File: src/source/siFhPkg.sv
`default_nettype none

package siFhPkg;

    // histogram geometry, bins addressed 1..NUM_BINS
    localparam int NUM_BINS = 16;
    // one extra bit so address NUM_BINS fits
    localparam int BIN_ADDR_W = 5;
    localparam int COUNT_W = 8;

    // threshold window half-width in bins
    localparam int WINDOW_HALF = 3;

    // bit positions inside the write enable
    localparam int CH_SEL = 1;
    localparam int FH_SEL = 0;

    typedef logic [BIN_ADDR_W-1:0] binAddrT;
    typedef logic [COUNT_W-1:0]    binCountT;
    // bit 1 coarse, bit 0 fine
    typedef logic [1:0]            hitSelT;

    // saturation level of a bin
    localparam binCountT COUNT_MAX = '1;

    typedef enum logic [1:0] {
        ACQUIRE,
        SCAN,
        FLUSH,
        DONE
    } ctrlStateT;

endpackage

`default_nettype wire

File: src/source/histScanIf.sv
`timescale 1ns/1ps
`default_nettype none

interface histScanIf import siFhPkg::*; ();

    // scan request from control
    logic     scanEn;
    binAddrT  scanAddr;
    // marks the request for bin NUM_BINS
    logic     scanLast;

    // registered bin contents, one cycle after scanEn
    binCountT countCH;
    binCountT countFH;

    modport ctrl (
        output scanEn,
        output scanAddr,
        output scanLast
    );

    modport bank (
        input  scanEn,
        input  scanAddr,
        output countCH,
        output countFH
    );

    // finder realigns the request with the counts itself
    modport finder (
        input scanEn,
        input scanAddr,
        input scanLast,
        input countCH,
        input countFH
    );

endinterface

`default_nettype wire

File: src/source/binCounterBank.sv
`timescale 1ns/1ps
`default_nettype none

module binCounterBank import siFhPkg::*; (
    input  logic    clk,
    input  logic    rstN,
    input  logic    hitAccept,
    input  hitSelT  wrEn,
    input  binAddrT addr,
    histScanIf.bank scan
);

    // bins live in registers so reset clears them in one cycle
    binCountT binCH [1:NUM_BINS];
    binCountT binFH [1:NUM_BINS];
    // addr 0 means no hit this cycle
    logic     hitValid;

    assign hitValid = hitAccept && (addr != '0);

    // saturating increment of the selected bins
    always_ff @(posedge clk) begin
        if (!rstN) begin
            for (int i = 1; i <= NUM_BINS; i++) begin
                binCH[i] <= '0;
                binFH[i] <= '0;
            end
        end else if (hitValid) begin
            for (int i = 1; i <= NUM_BINS; i++) begin
                if (addr == binAddrT'(i)) begin
                    // coarse channel
                    if (wrEn[CH_SEL] && (binCH[i] != COUNT_MAX)) begin
                        binCH[i] <= binCH[i] + binCountT'(1);
                    end
                    // fine channel
                    if (wrEn[FH_SEL] && (binFH[i] != COUNT_MAX)) begin
                        binFH[i] <= binFH[i] + binCountT'(1);
                    end
                end
            end
        end
    end

    // scan read port, one cycle latency
    // no hits arrive while scanning, so no bypass needed
    always_ff @(posedge clk) begin
        if (scan.scanEn) begin
            scan.countCH <= binCH[scan.scanAddr];
            scan.countFH <= binFH[scan.scanAddr];
        end
    end

    // hit source must stay inside the bin range
    // hitAccept comes from control, addr from outside
    assert property (
        @(posedge clk) disable iff (!rstN)
        (hitValid && (wrEn != '0)) |-> (addr <= binAddrT'(NUM_BINS))
    ) else begin
        $error("binCounterBank: hit on addr %0d above NUM_BINS", addr);
    end

endmodule

`default_nettype wire

File: src/source/histCtrl.sv
`timescale 1ns/1ps
`default_nettype none

module histCtrl import siFhPkg::*; (
    input  logic    clk,
    input  logic    rstN,
    input  logic    acqFinish,
    output logic    hitAccept,
    output logic    busy,
    output logic    peakValid,
    histScanIf.ctrl scan
);

    ctrlStateT state;
    ctrlStateT stateNext;

    // next state
    always_comb begin
        stateNext = state;
        case (state)
            ACQUIRE: begin
                if (acqFinish) begin
                    stateNext = SCAN;
                end
            end
            SCAN: begin
                // leave after bin NUM_BINS is requested
                if (scan.scanLast) begin
                    stateNext = FLUSH;
                end
            end
            // one cycle for the bank read latency
            FLUSH: begin
                stateNext = DONE;
            end
            // only reset leaves DONE
            DONE: begin
                stateNext = DONE;
            end
            default: begin
                stateNext = ACQUIRE;
            end
        endcase
    end

    // state, scan address and result strobe
    always_ff @(posedge clk) begin
        if (!rstN) begin
            state         <= ACQUIRE;
            scan.scanAddr <= '0;
            peakValid     <= 1'b0;
        end else begin
            state <= stateNext;
            // 1 on entry to SCAN, then counts up, parks at 0 elsewhere
            scan.scanAddr <= (stateNext == SCAN) ? scan.scanAddr + binAddrT'(1) : '0;
            // finder settles on the DONE entry edge, flag one edge later
            peakValid <= (state == DONE);
        end
    end

    assign scan.scanEn   = (state == SCAN);
    assign scan.scanLast = scan.scanEn && (scan.scanAddr == binAddrT'(NUM_BINS));

    // hits only count while acquiring
    assign hitAccept = (state == ACQUIRE);
    // high from the acqFinish edge until results are flagged
    assign busy = (state != ACQUIRE) && !peakValid;

    // scan never requests the empty address
    assert property (
        @(posedge clk) disable iff (!rstN)
        scan.scanEn |-> (scan.scanAddr != '0) && (scan.scanAddr <= binAddrT'(NUM_BINS))
    ) else begin
        $error("histCtrl: scanAddr %0d out of range during scan", scan.scanAddr);
    end

    // after the last bin: scan stays off through FLUSH and DONE, then peakValid
    assert property (
        @(posedge clk) disable iff (!rstN)
        scan.scanLast |=> !scan.scanEn ##1 !scan.scanEn ##1 (peakValid && !scan.scanEn)
    ) else begin
        $error("histCtrl: scan tail or peakValid timing broken");
    end

endmodule

`default_nettype wire

File: src/source/peakFinder.sv
`timescale 1ns/1ps
`default_nettype none

module peakFinder import siFhPkg::*; (
    input  logic      clk,
    input  logic      rstN,
    histScanIf.finder scan,
    output binAddrT   peakCH,
    output binAddrT   peakFH
);

    // scan request delayed to line up with the bank output
    logic     scanEnQ;
    binAddrT  scanAddrQ;
    logic     scanLastQ;
    // set once the last bin has been compared
    logic     holdQ;

    // per channel, indexed like the write enable bits
    binCountT chanCount [2];
    binCountT bestCount [2];
    binAddrT  bestAddr  [2];

    assign chanCount[CH_SEL] = scan.countCH;
    assign chanCount[FH_SEL] = scan.countFH;

    // control part of the delay line
    always_ff @(posedge clk) begin
        if (!rstN) begin
            scanEnQ   <= 1'b0;
            scanLastQ <= 1'b0;
        end else begin
            scanEnQ   <= scan.scanEn;
            scanLastQ <= scan.scanLast;
        end
    end

    // address only matters while scanEnQ is high
    always_ff @(posedge clk) begin
        scanAddrQ <= scan.scanAddr;
    end

    // running maximum
    // strictly greater only, so ties keep the lower address
    // best count starts at 0, empty histogram leaves peak 0
    always_ff @(posedge clk) begin
        if (!rstN) begin
            holdQ <= 1'b0;
            for (int c = 0; c < 2; c++) begin
                bestCount[c] <= '0;
                bestAddr[c]  <= '0;
            end
        end else if (scanEnQ && !holdQ) begin
            for (int c = 0; c < 2; c++) begin
                if (chanCount[c] > bestCount[c]) begin
                    bestCount[c] <= chanCount[c];
                    bestAddr[c]  <= scanAddrQ;
                end
            end
            // freeze after bin NUM_BINS
            if (scanLastQ) begin
                holdQ <= 1'b1;
            end
        end
    end

    assign peakCH = bestAddr[CH_SEL];
    assign peakFH = bestAddr[FH_SEL];

endmodule

`default_nettype wire

File: src/source/thresholdCalc.sv
`timescale 1ns/1ps
`default_nettype none

module thresholdCalc import siFhPkg::*; (
    input  binAddrT peakCH,
    output binAddrT thMinus,
    output binAddrT thPositive,
    output binAddrT delta
);

    // unclipped-to-zero window edges
    binAddrT lowEdge;
    binAddrT highEdge;

    always_comb begin
        // lower edge clipped at bin 1
        if (peakCH > binAddrT'(WINDOW_HALF)) begin
            lowEdge = peakCH - binAddrT'(WINDOW_HALF);
        end else begin
            lowEdge = binAddrT'(1);
        end
        // upper edge clipped at NUM_BINS
        if (peakCH > binAddrT'(NUM_BINS - WINDOW_HALF)) begin
            highEdge = binAddrT'(NUM_BINS);
        end else begin
            highEdge = peakCH + binAddrT'(WINDOW_HALF);
        end
    end

    // no coarse peak means no window
    assign thMinus    = (peakCH == '0) ? '0 : lowEdge;
    assign thPositive = (peakCH == '0) ? '0 : highEdge;
    assign delta      = thPositive - thMinus;

    // window never inverts and never exceeds its full width
    always_comb begin
        if (peakCH != '0) begin
            assert ((thMinus <= thPositive) && (delta <= binAddrT'(2 * WINDOW_HALF)))
            else $error("thresholdCalc: bad window %0d..%0d", thMinus, thPositive);
        end
    end

endmodule

`default_nettype wire

File: src/source/histPeakTop.sv
`timescale 1ns/1ps
`default_nettype none

module histPeakTop import siFhPkg::*; (
    input  logic    clk,
    input  logic    rstN,
    input  hitSelT  wrEn,
    input  binAddrT addr,
    input  logic    acqFinish,
    output logic    busy,
    output logic    peakValid,
    output binAddrT peakCH,
    output binAddrT peakFH,
    output binAddrT thMinus,
    output binAddrT thPositive,
    output binAddrT delta
);

    // high while acquiring
    logic hitAccept;

    // scan path between control, bins and finder
    histScanIf scanBus ();

    histCtrl histCtrlU0 (
        .clk       (clk),
        .rstN      (rstN),
        .acqFinish (acqFinish),
        .hitAccept (hitAccept),
        .busy      (busy),
        .peakValid (peakValid),
        .scan      (scanBus.ctrl)
    );

    binCounterBank binCounterBankU0 (
        .clk       (clk),
        .rstN      (rstN),
        .hitAccept (hitAccept),
        .wrEn      (wrEn),
        .addr      (addr),
        .scan      (scanBus.bank)
    );

    peakFinder peakFinderU0 (
        .clk    (clk),
        .rstN   (rstN),
        .scan   (scanBus.finder),
        .peakCH (peakCH),
        .peakFH (peakFH)
    );

    // window follows the coarse peak only
    thresholdCalc thresholdCalcU0 (
        .peakCH     (peakCH),
        .thMinus    (thMinus),
        .thPositive (thPositive),
        .delta      (delta)
    );

endmodule

`default_nettype wire

File: config.mk
export PLATFORM = sky130hd
export DESIGN_NAME = histPeakTop
export DESIGN_NICKNAME = d
export VERILOG_FILES = /design/src/source/siFhPkg.sv /design/src/source/histScanIf.sv /design/src/source/binCounterBank.sv /design/src/source/histCtrl.sv /design/src/source/peakFinder.sv /design/src/source/thresholdCalc.sv /design/src/source/histPeakTop.sv
export SDC_FILE = /design/constraint.sdc
export NUM_CORES = 1
export LEC_CHECK = 0
export BUFFER_PORTS_ARGS = -buffer_cell sky130_fd_sc_hd__buf_4
export CORE_MARGIN = 2
export CORE_UTILIZATION = 30
export DETAILED_ROUTE_END_ITERATION = 7
export GPL_TIMING_DRIVEN = 0
export HOLD_SLACK_MARGIN = 0.02
export PLACE_DENSITY = 0.52
export SKIP_CTS_REPAIR_TIMING = 1
export SLEW_MARGIN = 0
export SYNTH_ARGS = -nofsm -noshare
export SYNTH_HDL_FRONTEND = slang
export SYNTH_SLANG_ARGS = --single-unit
File: constraint.sdc
create_clock -name clk -period 3.1 [get_ports clk]
set_input_delay 0.465 -clock clk [delete_from_list [all_inputs] [get_ports clk]]
set_output_delay 0.465 -clock clk [all_outputs]
set_load 0.02 [all_outputs]
After elaboration in Yosys (flattened, before gate mapping)
Memories as Yosys holds them, arrays and structs flattened. A register that Yosys moved wholly into a read port is not among the register bits.
Cells that the tools add are included.

word-level totals
  register bits = 16
  output and inout bits = 27
  bits in writable memories = 282
  memories kept = 4

memory list
  memory                  words  width  read ports  clocked after memory_dff  wr ports  RTL line              text
  binCounterBankU0.binCH  16     8      17          1                         16        binCounterBank.sv:14  binCountT binCH [1:NUM_BINS];
  binCounterBankU0.binFH  16     8      17          1                         16        binCounterBank.sv:15  binCountT binFH [1:NUM_BINS];
  peakFinderU0.bestCount  2      8      2           0                         2         peakFinder.sv:21      binCountT bestCount [2];
  peakFinderU0.bestAddr   2      5      2           0                         2         peakFinder.sv:22      binAddrT bestAddr [2];

cells by class
  magnitude comparators = 4
  bitwise gates (word level) = 36
  reduce and logical (&&, ||, !) cells = 45
  add/subtract/negate cells = 36
  mux-type cells = 212
  equal/unequal tests = 53

operator list
  cell                                                                              number
  8-bit 2-to-1 mux                                                                  34
  8-bit by 1-bit adder with 8-bit output (second input constant)                    32
  8-bit inequality test (second input constant)                                     32
  1-bit 2-to-1 mux                                                                  169
  5-bit by 4-bit == test with 1-bit output (second input constant)                  8
  1-bit logical AND                                                                 36
  1-bit bitwise OR                                                                  36
  5-bit 2-to-1 mux                                                                  6
  5-bit by 3-bit == test with 1-bit output (second input constant)                  4
  8-bit greater-than comparator                                                     2
  5-bit by 2-bit == test with 1-bit output (second input constant)                  2
  5-bit == test (second input constant)                                             2
  2-bit case mux with 3 select lines                                                1
  5-bit by 1-bit adder with 5-bit output (second input constant)                    1
  5-bit by 2-bit adder with 5-bit output (second input constant)                    1
  5-bit by 1-bit == test with 1-bit output (second input constant)                  1
  5-bit by 2-bit greater-than comparator with 1-bit output (second input constant)  1
  5-bit by 4-bit greater-than comparator with 1-bit output (second input constant)  1
  5-bit zero test                                                                   1
  5-bit nonzero test                                                                1
  5-bit by 2-bit subtractor with 5-bit output (second input constant)               1
  5-bit subtractor                                                                  1
  2-bit by 1-bit == test with 1-bit output (second input constant)                  2
  2-bit == test (second input constant)                                             2
  other kinds (6)                                                                   9

Depth between registers and ports, before layout
Gate-level depths: netlist of the first run.

  depth in word-level cells = 8
  gate-level depth with buffers = 12
  gate-level depth less buffers = 12

Modules after synthesis
A second synthesis of the first run with hierarchy kept.

unflattened totals
  cell total of the unflattened synthesis = 1711
  area total of the unflattened synthesis = 18381.4 µm²

modules (own cells, without submodules)
  module          cells an instance  sequential area each (µm²)  times used  area each (µm²)
  binCounterBank  1496               8167.8                      1           15911.5
  peakFinder      126                940.9                       1           1736.7
  thresholdCalc   55                 0.0                         1           402.9
  histCtrl        34                 160.2                       1           330.3

Least setup slack after synthesis of the first run
No wires, ideal clock.

  path type = reg-to-output
  from = mem peakFinderU0.bestAddr[0][7] (netlist bit)
  to = out delta[4]
  arrival time = 2.928 ns
  slack = -0.293 ns
  stages on the path, launching flop included = 12
  buffers on the path = 1
  path through = edfxtp_1 clkbuf_1 nor3_1 o21ai_0 a22oi_1 ha_1 inv_1 fa_1 a21o_1 a21oi_1 xnor2_1 xnor2_1

RTL lines
  element          RTL line           text
  start, declared  peakFinder.sv:22
  end, declared    histPeakTop.sv:16  output binAddrT delta

==> results.ini, run 1 <==
[synthesis]
async_flop_share=0
synth-seq-cells=314
netlist_instances=1686
yosysWarnings=0
synth_edf_count=298
avgSynthCellArea_sq_um=10.6
ys_seq_area_frac=0.517
yosysUniqueCellTypes=56
synth_flop_cell=edfxtp_1
syn-num-nets=1755
synth_area_sq_mm=0.0179

[timing]
fin_crit_ns=3.57
setup_ws_ns=-0.469
slew_headroom=0.0901
fmax_ghz=0.280
rsz0062_at_grt=true
tightest_slew_ns=1.35
hold_viol=0
fin_skew_ns=0.0218
maxSlewViolCount=0
setup_violations=7
fin_crit_sh=1.15

[worst_setup_path]
ff2ff_setup_slack_ns=0.07
r2r_cells=7
endpoint_kind=primary output
crit_required_ns=2.63
cp_cell_sequence=ha_2 -> o21ai_1 -> a22oi_2 -> ha_4 -> inv_2 -> fa_2 -> a21o_1 -> a21oi_2 -> xnor2_2 -> xnor2_2 -> buf_4
path_common_cell=xnor2_2
max_stage_delay_ns=0.56
critical_path_class=reg -> out
crit_fanout=8
crit-reg2reg-launch=histCtrlU0.scan.scanAddr[1]$_SDFF_PN0_
crit_family=adder cells
path_buf_inv=2
reg2reg_to=binCounterBankU0.scan.countFH[2]$_DFFE_PP_
cp_slowest_cell=edfxtp_1
cp-start-kind=flip-flop
crit_arrival_ns=3.10

[placed_design]
port_buffers=36
globalplace.congestion=0.876
place_inst=2495
hpwl_mm=35.6
preCtsSetupSlack_ns=-0.520

[global_routing]
grt_pass1_wl_mm=74.3
grt_pass1_vias=12500
grt_usage=0.154
grt_max_degree=19
grt-ovfl-total=0
antenna_found_initial=2

[die]
dieArea_sq_mm=0.0617
die_w_um=248
rows=89
core_sq_mm=0.0590
fp.dieH_um=248
start_util=0.304
io_pins=37

[final_layout]
final_nets=1839
final_common_cell=nor2_1
final_cell_mix=326 x nor2_1, 298 x edfxtp_1, 120 x nand3_1, 104 x xor2_1, 95 x xnor2_1
layout.cells.non_filler=2573
drive_above_1_share=0.113
synthToLayoutAreaGrowth_pct=14.5
fillers=5954
diodes=0

[detailed_routing]
via_per_inst=4.99
wirelength_mm=48.0
first_iter_violations=1111
drc=0
via_count=12800
wl_per_cell_um=18.6
ant_nets=0
drt_first_pass_iters=5

[power]
p_int_w=0.00770
sw_frac_of_total=0.255
power_frac_clock=0.408
share_comb_of_total_power=0.106
power.switching_w=0.00263
seqPwrFrac=0.486
p_leak_nw=7.18
power_density_mw_per_mm2=503
ir_drop_mv=0.322

[hold_path]
min-delay-path-class=in -> reg
worstHoldStart=acqFinish
holdPathStages=3
min_to=histCtrlU0.state[0]$_SDFF_PN0_

[run_status]
violations=setup timing
status=complete, but fails checks

[clock_network]
root_buffer=clkbuf_16
clockBufferDepth=3
cts_tree=built
path_clk_slew_ns=0.06
clock_latency_ns=0.57
h-tree-depth=2
clock-sinks=314
numCtsBuffers=38

[job]
cap_violations=0

worst reg2reg max path, stage by stage, from the launching register on:
cell     delay [ns]
dfxtp_1        0.55
buf_4          0.32
buf_4          0.29
inv_1          0.12
nand3_1        0.35
o22ai_1        0.23
nor4_1         0.78
a21oi_1        0.10
through the flow:
stage | power (W) | utilization | hold slack, ns | TNS, ns | cell area [sq um]
3_5_place_dp | 0.00617 | 0.326 | 0.344 | -22.15 | 19200
6_report | 0.0103 | 0.348 | 0.191 | -0.827 | 20500
4_1_cts | 0.0104 | 0.345 | 0.160 | -3.94 | 20400
2_1_floorplan | 0.00577 | - | 0.326 | 0 | 18000
3_3_place_gp | 0.00615 | 0.326 | 0.346 | -15.21 | 19200
5_1_grt | 0.0107 | 0.348 | 0.200 | -1.33 | 20500
flip-flops by register name (all words and copies together), names as in the netlist:
name / cells
peakFinderU0.scanAddrQ: 5
binCounterBankU0.binFH: 128
binCounterBankU0.binCH: 128
peakFinderU0.scanLastQ: 1
binCounterBankU0.scan.countCH: 8
peakFinderU0.bestCount: 16
histCtrlU0.peakValid: 1
histCtrlU0.scan.scanAddr: 5
peakFinderU0.bestAddr: 10
binCounterBankU0.scan.countFH: 8
peakFinderU0.scanEnQ: 1
histCtrlU0.state: 2
peakFinderU0.holdQ: 1
worst max path at each step:
stage / from / to / slack (ns) / cells past startpoint
2_1_floorplan: peakFinderU0.bestAddr[0][7]$_DFFE_PP_ / delta[4] / 0.03 / 11
3_3_place_gp: addr[0] / binCounterBankU0.binCH[8][0]$_SDFFCE_PN0P_ / -0.42 / 5
3_5_place_dp: addr[0] / binCounterBankU0.binCH[8][0]$_SDFFCE_PN0P_ / -0.52 / 5
4_1_cts: peakFinderU0.bestAddr[0][6]$_DFFE_PP_ / delta[4] / -0.71 / 13
5_1_grt: peakFinderU0.bestAddr[0][5]$_DFFE_PP_ / delta[4] / -0.60 / 11
6_report: peakFinderU0.bestAddr[0][5]$_DFFE_PP_ / delta[4] / -0.47 / 11
logic make-up after synthesis:
| group | count (synthesis) | synth area share |
|---|---|---|
| mux | 97 | 0.0653 |
| xor+xnor | 201 | 0.0982 |
| buf+inv | 143 | 0.0354 |
| flops | 314 | 0.517 |
| compound gates | 166 | 0.0595 |
| simple gates | 706 | 0.183 |
| fa+ha+maj | 59 | 0.0416 |
area by class of cell:
type	instances	area, sq um	share of cell area
plain buffers	66	355	0.0173
well taps	773	967	0.0471
flip-flops and latches	314	9270	0.451
clock buffers	47	985	0.0480
multi-input cells	1229	8170	0.398
clock inverters	23	169	0.00823
repair buffers	44	332	0.0161
inverters	77	289	0.0141
cells in the mapped netlist (4+ instances only):
cell type  instances  area [sq um]
or2_1              5          31.3
xor2_1           104           911
and3_1            48           300
a21oi_1           44           220
buf_2             18          90.1
nor4_1            16           100
or3_1             12          75.1
buf_4             12          90.1
nand2_1           84           315
inv_1             77           289
a21o_1             4          30.0
a31o_2            12           105
mux2i_1           81           811
ha_1              58           726
nor2_1           328          1230
and4_1             4          35.0
o31ai_1           11          82.6
a31oi_1            5          31.3
a22o_1            16           140
dfxtp_1           16           320
nor2b_1           29           181
mux4_2            16           360
nand4_1            6          37.5
edfxtp_1         298          8950
o22ai_1           32           200
clkbuf_1          30           113
o21ai_0           28           140
buf_6              4          45.0
nor3_1            13          65.1
nand3_1          120           601
nand2b_1           9          56.3
xnor2_1           97           850
or2_2             18           113
layer usage:
metal	vias up	wire [um]	GRT usage
li1	6173	-	-
met1	6256	22300	0.215
met2	312	21400	0.237
met3	91	2550	0.0249
met4	2	1630	0.0606
met5	-	13	0
power groups by stage:
stage	clock network, W	registers, W	logic [W]
final	0.00422	0.00502	0.00110
after global routing	0.00450	0.00505	0.00119
after CTS	0.00435	0.00502	0.00106
after detailed placement	0	0.00511	0.00106
after global placement	0	0.00510	0.00105
after floorplan	0	0.00505	0.000720
Note: power is estimated with default switching activity, not from simulation.
==> inputs of run 2 (changes only) <==
--- a/config.mk
+++ b/config.mk
@@ -12,6 +12,7 @@
 export GPL_TIMING_DRIVEN = 0
 export HOLD_SLACK_MARGIN = 0.02
 export PLACE_DENSITY = 0.52
+export REMOVE_ABC_BUFFERS = 1
 export SKIP_CTS_REPAIR_TIMING = 1
 export SLEW_MARGIN = 0
 export SYNTH_ARGS = -nofsm -noshare
==> constraint.sdc (replaced) <==
create_clock -name clk -period 4.1 [get_ports clk]
set_input_delay 0.615 -clock clk [delete_from_list [all_inputs] [get_ports clk]]
set_output_delay 0.615 -clock clk [all_outputs]
set_load 0.02 [all_outputs]
==> run 2 against run 1 <==
  * The flow now finishes without violations
  * Critical path depth rose by 1
  * Sequential share of layout area rose by 0.63 points
  * Worst setup slack improved by 0.73 ns
  * Cell area is 1.3% lower
  * Combinational power down 33%
  * Clock skew fell by 0.0075 ns
  * First-iteration DRC count is 18% lower
  * Utilization down 0.45 points
  * Clock power down 18%
  * Register-to-register slack improved by 0.74 ns
  * Via count decreased by 3.8%
  * Sequential cell count unchanged
==> results.ini, run 2 (synthesis results as in run 1) <==
[run_status]
status=finished, final reports clean

[clock_network]
root_buffer=clkbuf_16
cts_tree=built
clock-sinks=314  ; unchanged
clockBufferDepth=3  ; unchanged
clock_latency_ns=0.56  ; about the same
path_clk_slew_ns=0.06  ; about the same
h-tree-depth=2  ; unchanged
numCtsBuffers=38  ; unchanged

[timing]
hold_viol=0  ; unchanged
tightest_slew_ns=1.31  ; -0.0409 ns
slew_headroom=0.124  ; +0.0338
setup_violations=0  ; -7
fin_crit_ns=3.84
maxSlewViolCount=0  ; unchanged
fin_skew_ns=0.0143  ; -0.00750 ns
fin_crit_sh=0.936
fmax_ghz=0.261

[worst_setup_path]
crit_fanout=7  ; -1
crit_required_ns=3.48  ; +0.85 ns
endpoint_kind=primary output
path_buf_inv=2  ; unchanged
cp-start-kind=flip-flop
crit_family=adder cells
crit_arrival_ns=3.22  ; +0.12 ns
cp_slowest_cell=edfxtp_1
cp_cell_sequence=ha_1 -> o21bai_1 -> o21ai_2 -> nand2b_1 -> ha_1 -> inv_1 -> fa_1 -> a21o_1 -> a21oi_1 -> xnor2_1 -> xnor2_1 -> buf_4
max_stage_delay_ns=0.51  ; -0.05 ns
critical_path_class=reg -> out

[die]
start_util=0.304  ; unchanged
core_sq_mm=0.0590  ; unchanged
fp.dieH_um=248  ; unchanged
die_w_um=248  ; unchanged
dieArea_sq_mm=0.0617  ; unchanged
io_pins=37  ; unchanged
rows=89  ; unchanged

[placed_design]
place_inst=2432  ; -2.5%
place_area_sq_mm=0.0189  ; -1.6%
hpwl_mm=32.3  ; -9.2%
globalplace.congestion=0.813  ; -7.2%
port_buffers=36  ; unchanged

[final_layout]
final_cell_mix=327 x nor2_1, 298 x edfxtp_1, 120 x nand3_1, 104 x xor2_1, 97 x xnor2_1
fin_util=0.343  ; -0.00447
fillers=5992  ; +0.64%
diodes=0  ; unchanged
top_regs=binCounterBankU0.binCH: 128 flops, binCounterBankU0.binFH: 128 flops, peakFinderU0.bestCount: 16 flops
layout.cells.non_filler=2511  ; -2.4%
synthToLayoutAreaGrowth_pct=13.1
final_common_cell=nor2_1
drive_above_1_share=0.0926  ; -0.0201
fin_area_sq_mm=0.0203  ; -1.3%
final_nets=1779  ; -3.3%

[global_routing]
grt_usage=0.141  ; -0.0124
grt-ovfl-total=0  ; unchanged
grt_pass1_vias=12100  ; -3.1%
grt_pass1_wl_mm=69.2  ; -6.9%
grt_max_degree=64  ; +45
antenna_found_initial=0  ; -2

[detailed_routing]
wl_per_cell_um=17.7  ; -4.8%
first_iter_violations=912  ; -18%
via_count=12300  ; -3.8%
drt_first_pass_iters=6  ; +1
wirelength_mm=44.6  ; -7.1%
via_per_inst=4.92  ; -1.5%
drc=0  ; unchanged
ant_nets=0  ; unchanged

[power]
power_density_mw_per_mm2=396  ; -21%
seqPwrFrac=0.476  ; -0.010
share_comb_of_total_power=0.092  ; -0.014
power_frac_clock=0.432  ; +0.024
power.switching_w=0.00195  ; -26%
ir_drop_mv=0.288  ; -11%
p_int_w=0.00607  ; -21%
p_leak_nw=7.07  ; -1.6%
sw_frac_of_total=0.243  ; -0.0122

[hold_path]
min-delay-path-class=in -> reg

[job]
cap_violations=0  ; unchanged

[run 2: metrics by stage]
stage	hold slack (ns)	setup WS (ns)	TNS (ns)	total power [W]
global placement	0.481	-1.60	-32.27	0.00462
global route	0.367	-0.0106	-0.0106	0.00831
CTS	0.324	0.0173	0	0.00811
floorplan	0.443	0.234	0	0.00434
detailed placement	0.495	0.343	0	0.00461
finish	0.363	0.263	0	0.00802
[run 2: layer usage]
metal,vias to the layer above,routed length (um),track usage
met5,-,0,0
met2,261,20300,0.227
met3,73,1990,0.0211
li1,6043,-,-
met4,0,1390,0.0532
met1,5966,20900,0.193
[run 2: power groups by stage]
stage	clock [W]	combinational [W]	sequential, W
final	0.00346	0.000737	0.00382
after global placement	0	0.000706	0.00391
after floorplan	0	0.000484	0.00385
after detailed placement	0	0.000728	0.00389
after CTS	0.00356	0.000732	0.00382
after global routing	0.00366	0.000810	0.00384
[run 2: worst paths after layout]
check | from | endpoint | slack [ns] | depth (start not counted)
worst max-delay path | peakFinderU0.bestAddr[0][5]$_DFFE_PP_ | delta[4] | 0.26 | 12
worst min register to register | peakFinderU0.scanLastQ$_SDFF_PN0_ | peakFinderU0.holdQ$_SDFFE_PN0P_ | 0.50 | 2
worst max register to register | histCtrlU0.state[1]$_SDFF_PN0_ | binCounterBankU0.binCH[10][4]$_SDFFCE_PN0P_ | 0.81 | 4
worst min-delay path | acqFinish | histCtrlU0.state[0]$_SDFF_PN0_ | 0.36 | 3
[run 2: worst min-delay path, delay by kind of cell]
family | cells | cell delay [ns]
compound gates | 1 | 0.06
simple gates | 1 | 0.07
buf+inv | 1 | 0.12
[run 2: final cells by class]
type	count	area, sq um	area share
Clock buffer	50	1050	0.0517
Tap cell	773	967	0.0477
Multi-Input combinational cell	1229	8050	0.397
Sequential cell	314	9280	0.458
Timing Repair Buffer	50	423	0.0209
Clock inverter	18	216	0.0107
Inverter	77	289	0.0143
